===== config.mk =====
export PLATFORM = sky130hd
export DESIGN_NAME = mul_simd_top
export DESIGN_NICKNAME = d
export VERILOG_FILES = /design/src/mul_pkg.sv /design/src/operand_splitter.sv /design/src/prefix_adder7.sv /design/src/dadda_mul4_lane.sv /design/src/product_collector.sv /design/src/mul_simd_top.sv
export SDC_FILE = /design/constraint.sdc
export NUM_CORES = 1
export LEC_CHECK = 0
export BUFFER_PORTS_ARGS = -buffer_cell sky130_fd_sc_hd__buf_2
export CORE_MARGIN = 2
export CORE_UTILIZATION = 40
export DETAILED_ROUTE_END_ITERATION = 8
export PLACE_DENSITY = 0.61
export SYNTH_ARGS = -nofsm -noshare
export SYNTH_HDL_FRONTEND = slang
export SYNTH_SLANG_ARGS = --single-unit

===== constraint.sdc =====
create_clock -name clk -period 4.11 [get_ports clk]
set_clock_uncertainty 0.1 [all_clocks]
set_input_delay 0 -clock clk [delete_from_list [all_inputs] [get_ports clk]]
set_output_delay 0 -clock clk [all_outputs]
set_load 0.1 [all_outputs]

===== src/mul_pkg.sv =====
package mul_pkg;

  // Operand width of one lane
  localparam int LANE_W = 4;

  // Full product of two lane operands
  localparam int PROD_W = 2 * LANE_W;

  // Two-row final adder covers product bits 7..1
  localparam int ROW_W = PROD_W - 1;

  // One unsigned operand nibble
  typedef logic [LANE_W-1:0] lane_operand_t;

  // One lane product
  typedef logic [PROD_W-1:0] lane_product_t;

  // One row into the final adder, bit 0 has weight 2
  typedef logic [ROW_W-1:0] adder_row_t;

endpackage


===== src/operand_splitter.sv =====
`timescale 1ns/1ps

module operand_splitter #(
  parameter int LANES = 4
) (
  input  logic                                    clk,
  input  logic                                    rst_n,
  input  logic [LANES*mul_pkg::LANE_W-1:0]        a_word,
  input  logic [LANES*mul_pkg::LANE_W-1:0]        b_word,
  input  logic                                    dot_mode,
  input  logic                                    in_valid,
  output mul_pkg::lane_operand_t [LANES-1:0]      lane_a,
  output mul_pkg::lane_operand_t [LANES-1:0]      lane_b,
  output logic                                    lane_valid,
  output logic                                    mode
);

  // Capture stage, data only moves on a new word
  always_ff @(posedge clk) begin
    if (!rst_n) begin
      lane_a     <= '0;
      lane_b     <= '0;
      mode       <= 1'b0;
      lane_valid <= 1'b0;
    end else begin
      lane_valid <= in_valid;
      if (in_valid) begin
        mode <= dot_mode;
        for (int i = 0; i < LANES; i++) begin
          // Lane 0 gets the low nibble
          lane_a[i] <= a_word[i*mul_pkg::LANE_W +: mul_pkg::LANE_W];
          lane_b[i] <= b_word[i*mul_pkg::LANE_W +: mul_pkg::LANE_W];
        end
      end
    end
  end

endmodule


===== src/prefix_adder7.sv =====
`timescale 1ns/1ps

module prefix_adder7 #(
  parameter bit USE_KOGGE_STONE = 1'b1
) (
  input  mul_pkg::adder_row_t in1,
  input  mul_pkg::adder_row_t in2,
  output mul_pkg::adder_row_t sum
);

  logic [5:0] g;       // No generate needed from the top bit
  logic [6:0] p;
  logic [6:0] carry;   // Carry into each bit

  assign g = in1[5:0] & in2[5:0];
  assign p = in1 ^ in2;

  generate
    if (USE_KOGGE_STONE) begin : g_kogge_stone
      logic [5:0] g1;
      logic [5:2] p1;
      logic [5:0] g2;
      logic [5:4] p2;
      logic [5:0] g3;

      // Level 1, span 1
      assign g1[0] = g[0];
      assign g1[1] = g[1] | (p[1] & g[0]);             // Gray
      for (genvar i = 2; i < 6; i++) begin : g_lvl1
        assign g1[i] = g[i] | (p[i] & g[i-1]);         // Black
        assign p1[i] = p[i] & p[i-1];
      end

      // Level 2, span 2
      assign g2[1:0] = g1[1:0];
      for (genvar i = 2; i < 4; i++) begin : g_lvl2_gray
        assign g2[i] = g1[i] | (p1[i] & g1[i-2]);
      end
      for (genvar i = 4; i < 6; i++) begin : g_lvl2_black
        assign g2[i] = g1[i] | (p1[i] & g1[i-2]);
        assign p2[i] = p1[i] & p1[i-2];
      end

      // Level 3, span 4, gray cells only
      assign g3[3:0] = g2[3:0];
      for (genvar i = 4; i < 6; i++) begin : g_lvl3
        assign g3[i] = g2[i] | (p2[i] & g2[i-4]);
      end

      assign carry = {g3, 1'b0};
    end else begin : g_lookahead
      assign carry[0] = 1'b0;
      for (genvar i = 0; i < 6; i++) begin : g_ripple
        assign carry[i+1] = g[i] | (p[i] & carry[i]);
      end
    end
  endgenerate

  // Carry out of bit 6 dropped, product fits in 8 bits
  assign sum = p ^ carry;

endmodule


===== src/dadda_mul4_lane.sv =====
`timescale 1ns/1ps

module dadda_mul4_lane #(
  parameter bit USE_KOGGE_STONE = 1'b1
) (
  input  logic                   clk,
  input  logic                   rst_n,
  input  mul_pkg::lane_operand_t a,
  input  mul_pkg::lane_operand_t b,
  input  logic                   in_valid,
  output mul_pkg::lane_product_t product,
  output logic                   product_valid
);

  // Partial product rows, row i has weight 2^i
  mul_pkg::lane_operand_t pp0, pp1, pp2, pp3;

  logic s1, s2, s3, s4, s5, s6, s7, s8;
  logic s9, s10, s11, s12, s13, s14, s15, s16;
  logic c1, c2, c3, c4, c5, c6, c7, c8;
  logic c9, c10, c11, c12, c13, c14, c15;

  mul_pkg::adder_row_t row_a;
  mul_pkg::adder_row_t row_b;
  mul_pkg::adder_row_t adder_sum;

  assign pp0 = b & {mul_pkg::LANE_W{a[0]}};
  assign pp1 = b & {mul_pkg::LANE_W{a[1]}};
  assign pp2 = b & {mul_pkg::LANE_W{a[2]}};
  assign pp3 = b & {mul_pkg::LANE_W{a[3]}};

  // Step 1
  assign {c1, s1} = {pp0[2] & pp1[1], pp0[2] ^ pp1[1]};   // col 2
  assign {c2, s2} = {pp0[3] & pp1[2], pp0[3] ^ pp1[2]};   // col 3
  assign {c3, s3} = {pp2[1] & pp3[0], pp2[1] ^ pp3[0]};   // col 3
  assign {c4, s4} = {pp1[3] & pp2[2], pp1[3] ^ pp2[2]};   // col 4
  assign {c5, s5} = {pp2[3] & pp3[2], pp2[3] ^ pp3[2]};   // col 5

  // Step 2
  assign {c6, s6}   = {s2 & s3, s2 ^ s3};                 // col 3
  assign {c7, s7}   = {pp3[1] & s4, pp3[1] ^ s4};         // col 4
  assign {c8, s8}   = {c2 & c3, c2 ^ c3};                 // col 4
  assign {c9, s9}   = {s5 & c4, s5 ^ c4};                 // col 5
  assign {c10, s10} = {pp3[3] & c5, pp3[3] ^ c5};         // col 6

  // Step 3
  assign {c11, s11} = {s7 & s8, s7 ^ s8};                 // col 4
  assign {c12, s12} = {s9 & c7, s9 ^ c7};                 // col 5
  assign {c13, s13} = {s10 & c9, s10 ^ c9};               // col 6

  // Step 4
  assign {c14, s14} = {c8 & s12, c8 ^ s12};               // col 5
  assign {c15, s15} = {s13 & c12, s13 ^ c12};             // col 6
  assign s16 = c10 ^ c13;                                 // col 7, carry is beyond 8 bits

  // Two rows left, columns 1 to 7
  assign row_a = {s16, s15, c11, c6, s6, pp2[0], pp0[1]};
  assign row_b = {c15, c14, s14, s11, c1, s1, pp1[0]};

  prefix_adder7 #(
    .USE_KOGGE_STONE(USE_KOGGE_STONE)
  ) u_final_adder (
    .in1(row_a),
    .in2(row_b),
    .sum(adder_sum)
  );

  always_ff @(posedge clk) begin
    if (!rst_n) begin
      product       <= '0;
      product_valid <= 1'b0;
    end else begin
      product_valid <= in_valid;
      if (in_valid) begin
        product <= {adder_sum, pp0[0]};  // Bit 0 needs no adder
      end
    end
  end

endmodule


===== src/product_collector.sv =====
`timescale 1ns/1ps

module product_collector #(
  parameter int LANES = 4
) (
  input  logic                                  clk,
  input  logic                                  rst_n,
  input  mul_pkg::lane_product_t [LANES-1:0]    lane_product,
  input  logic                                  product_valid,
  input  logic                                  mode,
  output logic [LANES*mul_pkg::PROD_W-1:0]      result,
  output logic                                  out_valid
);

  localparam int RES_W = LANES * mul_pkg::PROD_W;
  localparam int SUM_W = mul_pkg::PROD_W + $clog2(LANES);  // Room for the dot sum

  logic             mode_d;
  logic [SUM_W-1:0] dot_sum;
  logic [RES_W-1:0] next_result;

  // Mode trails the operands by the lane latency
  always_ff @(posedge clk) begin
    if (!rst_n) begin
      mode_d <= 1'b0;
    end else begin
      mode_d <= mode;
    end
  end

  always_comb begin
    dot_sum = '0;
    for (int i = 0; i < LANES; i++) begin
      dot_sum = dot_sum + SUM_W'(lane_product[i]);
    end
  end

  // Dot sum is zero extended, packed mode keeps lane 0 in the low byte
  assign next_result = mode_d ? RES_W'(dot_sum) : lane_product;

  always_ff @(posedge clk) begin
    if (!rst_n) begin
      result    <= '0;
      out_valid <= 1'b0;
    end else begin
      out_valid <= product_valid;
      if (product_valid) begin
        result <= next_result;
      end
    end
  end

endmodule


===== src/mul_simd_top.sv =====
`timescale 1ns/1ps

module mul_simd_top #(
  parameter int LANES           = 4,
  parameter bit USE_KOGGE_STONE = 1'b1
) (
  input  logic                               clk,
  input  logic                               rst_n,
  input  logic [LANES*mul_pkg::LANE_W-1:0]   a_word,
  input  logic [LANES*mul_pkg::LANE_W-1:0]   b_word,
  input  logic                               dot_mode,
  input  logic                               in_valid,
  output logic [LANES*mul_pkg::PROD_W-1:0]   result,
  output logic                               out_valid
);

  mul_pkg::lane_operand_t [LANES-1:0] lane_a;
  mul_pkg::lane_operand_t [LANES-1:0] lane_b;
  mul_pkg::lane_product_t [LANES-1:0] lane_product;
  logic                               lane_valid;
  logic                               split_mode;
  logic                               product_valid;

  operand_splitter #(
    .LANES(LANES)
  ) u_splitter (
    .clk       (clk),
    .rst_n     (rst_n),
    .a_word    (a_word),
    .b_word    (b_word),
    .dot_mode  (dot_mode),
    .in_valid  (in_valid),
    .lane_a    (lane_a),
    .lane_b    (lane_b),
    .lane_valid(lane_valid),
    .mode      (split_mode)
  );

  // Lanes run in lockstep, lane 0 speaks for all valids
  for (genvar i = 0; i < LANES; i++) begin : g_lane
    if (i == 0) begin : g_lead
      dadda_mul4_lane #(
        .USE_KOGGE_STONE(USE_KOGGE_STONE)
      ) u_lane (
        .clk          (clk),
        .rst_n        (rst_n),
        .a            (lane_a[i]),
        .b            (lane_b[i]),
        .in_valid     (lane_valid),
        .product      (lane_product[i]),
        .product_valid(product_valid)
      );
    end else begin : g_follow
      dadda_mul4_lane #(
        .USE_KOGGE_STONE(USE_KOGGE_STONE)
      ) u_lane (
        .clk          (clk),
        .rst_n        (rst_n),
        .a            (lane_a[i]),
        .b            (lane_b[i]),
        .in_valid     (lane_valid),
        .product      (lane_product[i]),
        .product_valid()
      );
    end
  end

  product_collector #(
    .LANES(LANES)
  ) u_collector (
    .clk          (clk),
    .rst_n        (rst_n),
    .lane_product (lane_product),
    .product_valid(product_valid),
    .mode         (split_mode),
    .result       (result),
    .out_valid    (out_valid)
  );

endmodule


==> impl_metrics.ini <==
[sta]
post-route-min-period_ps = 3800
tightest_slew_ps = 992.9
setup_viol = 0
grt_setup_unrepaired = no
slew_headroom_pct = 33.81
hold_violations = 0
max_freq_mhz = 263.2
finalCritPeriodShare_pct = 92.46
setup-tns-final_ps = 0
slew_viol_final = 0

[critical_path]
path_cells = ha_1, inv_1, fa_1, nor2b_1, o21ai_2, a21boi_1, or4_1, o311ai_0, fa_1, inv_1, ha_1, nor2_1, nor2_1, a311oi_1, a41oi_1, o211a_1
crit_path_top_delay_cell = fa_1
critPathKind = flop to flop
endpoint_kind = flop
critPathLaunchType = flop
crit_arrival_ps = 3950
cp_data_required_time_ps = 4260
crit_buf_inv = 2
worstPathMaxFanout = 6
critPathMaxStageDelay_ps = 580
crit_family = adder cells

[die]
core_um2 = 17060
start_util_pct = 40.47
boundaryPins = 69
die_x_um = 135.4
die_h_um = 135.4
row_count = 48
dieArea_um2 = 18320

[layout]
final_nets = 976
drive_gt1_share_pct = 12.10
mostFrequentLayoutCell = dfxtp_1
diodes = 0
most-common-layout-cells = dfxtp_1 (99), ha_1 (92), and2_1 (85)
area_growth_pct = 16.35

[placement]
portBuffers = 68
place_congestion = 0.8594
dp_hpwl_mm = 10.99

[global_routing]
grt_pass1_vias = 4984
overflow = 0
grt_usage_pct = 16.84
grt_max_degree = 57
grt_pass1_wl_mm = 24.70
antenna_found_initial = 0

[power_and_ir_drop]
p_total_uw = 2119
p_per_area_nw_per_um2 = 263.9
peakVddDrop_mv = 0.2076
cellLeakagePower_uw = 0.003996

[yosys]
synth_flop_cell = dfxtp_1
post_synth_num_cell_types = 51
ys.warnings.count = 0
async_flop_share_pct = 0
syn-cell-area_um2 = 6903
synth-edff-count = 0
synth_fp_nets = 892
syn_inst = 746
ys_seq_area_share_pct = 29.29
synth_seq_cells = 101
syn_avg_cell_area_um2 = 9.253

[routing]
drcViolationCount = 0
ant_nets = 0
drt_iter0_drc = 252
wl_per_cell_um = 13.88
vias = 5244
routed_via_density = 4.947
drt_wl_total_mm = 14.71
dr.pass1.iters = 4

[cts]
clk_pin_slew_ps = 70
postCtsSetupBuffers = 0
clkLatencyLatePin_ps = 360
h-tree-depth = 3
tritoncts = built
clock-sinks = 101
clock_path_buffers = 2
cts-buffers-inserted = 9
cts_root_buf = clkbuf_16

[run]
timing.max_cap.violations = 0

[min_path]
hold_class = primary input to flop

[outcome]
status = finished clean
-- path summary, 6_finish.rpt --
| kind | startpoint | end | slack (ps) | cells after the start |
|---|---|---|---|---|
| worst max-delay path | g_lane[0].g_lead.u_lane.product[0]$_SDFFE_PN0P_ | u_collector.result[8]$_SDFFE_PN0P_ | 310 | 16 |
| worst min-delay path | rst_n | u_splitter.lane_b[2]$_SDFFE_PN0P_ | 200 | 2 |
| worst max register to register | g_lane[0].g_lead.u_lane.product[0]$_SDFFE_PN0P_ | u_collector.result[8]$_SDFFE_PN0P_ | 310 | 16 |
| worst min register to register | u_splitter.mode$_SDFFE_PN0P_ | u_collector.mode_d$_SDFF_PN0_ | 370 | 1 |
-- registers in the layout, summed over array words and instances, names as in the netlist --
register                            count
u_splitter.lane_valid                   1
g_lane.g_lead.u_lane.product            8
u_splitter.mode                         1
g_lane.g_follow.u_lane.product         24
g_lane.g_lead.u_lane.product_valid      1
u_collector.out_valid                   1
u_collector.result                     32
u_collector.mode_d                      1
u_splitter.lane_b                      16
u_splitter.lane_a                      16
-- final cells by class --
| type | instances | area [um^2] |
|---|---|---|
| flip-flops and latches | 101 | 2024 |
| multi-input cells | 552 | 4514 |
| well taps | 225 | 281.5 |
| clock buffers | 10 | 239.0 |
| fillers | 1747 | 9025 |
| clock inverters | 6 | 38.79 |
| inverters | 60 | 225.2 |
| repair buffers | 106 | 708.2 |
-- cell usage after synthesis (2+ instances only) --
| master | count | area share [%] |
|---|---|---|
| and4bb_1 | 2 | 0.36 |
| nand4b_1 | 6 | 0.76 |
| o21ai_0 | 17 | 1.2 |
| buf_2 | 14 | 1.0 |
| mux2i_1 | 56 | 8.1 |
| o22ai_1 | 24 | 2.2 |
| o31ai_1 | 2 | 0.22 |
| o211ai_1 | 6 | 0.65 |
| o2111ai_1 | 3 | 0.38 |
| xor2_1 | 12 | 1.5 |
| o311ai_0 | 2 | 0.25 |
| o21a_1 | 3 | 0.33 |
| and3_1 | 4 | 0.36 |
| a211oi_1 | 6 | 0.65 |
| a211oi_2 | 3 | 0.54 |
| o211a_1 | 8 | 1.2 |
| o21ai_1 | 3 | 0.22 |
| nor3_1 | 10 | 0.73 |
| nand2b_1 | 3 | 0.27 |
| nor2_1 | 13 | 0.71 |
| nand3_1 | 9 | 0.65 |
| buf_1 | 6 | 0.33 |
| xnor2_1 | 9 | 1.1 |
| dfxtp_1 | 101 | 29 |
| clkbuf_1 | 13 | 0.71 |
| nor2b_1 | 52 | 4.7 |
| a21oi_2 | 3 | 0.38 |
| ha_1 | 92 | 17 |
| fa_1 | 18 | 5.2 |
| nor4_1 | 2 | 0.18 |
| and4b_1 | 2 | 0.29 |
| nand2_1 | 44 | 2.4 |
| a21o_1 | 11 | 1.2 |
| a21boi_0 | 5 | 0.54 |
| inv_1 | 60 | 3.3 |
| a311o_1 | 2 | 0.29 |
| and2_1 | 85 | 7.7 |
| a21oi_1 | 19 | 1.4 |
| a31oi_1 | 4 | 0.36 |
-- logic make-up after synthesis --
family,after synthesis,share of synthesized area (%)
simple gates,238,19.96
compound gates,126,12.60
fa+ha+maj,110,21.90
flops,101,29.29
buf+inv,93,5.311
mux,57,8.284
xor+xnor,21,2.665
-- worst register-to-register path: cells and delay by family, from the launching register on --
| kind | cells | cell delay [ps] |
|---|---|---|
| fa+ha+maj | 4 | 1540 |
| compound gates | 6 | 1050 |
| simple gates | 4 | 540 |
| flops | 1 | 360 |
| buf+inv | 2 | 110 |
-- where the power goes --
group          leakage, uW  switching [uW]  internal [uW]  total [uW]
clock network     0.000134             384            425         809
registers         0.000823            38.5           1010        1050
logic              0.00304             143            120         262
-- per-layer routing --
metal	vias up	global-route usage (%)	wire length, um
li1	2750	-	-
met1	2394	24.05	7672
met2	88	26.17	6302
met3	12	3.629	593
met4	0	3.646	144
met5	-	0	0
-- timing repair --
| action | CTS | global route |
|---|---|---|
| endpoints found under the hold margin | 33 | 0 |
| hold buffers | 33 | 0 |
| endpoints found under the setup margin | 0 | 1 |
| gates resized for setup | 0 | 1 |
-- stage by stage --
step                util [%]  hold WS (ps)  instances  cell area (um^2)  setup WS, ps
floorplan                  -         49.85        746              6903         563.3
global placement       43.52         158.9       1011              7423         311.8
detailed placement     43.52         164.5       1011              7423         273.1
CTS                    47.09         215.3       1060              8031         230.9
global route           47.09         269.7       1060              8031         72.59
finish                 47.09         202.8       1060              8031         310.0
Note: power is estimated with default switching activity, not from simulation.
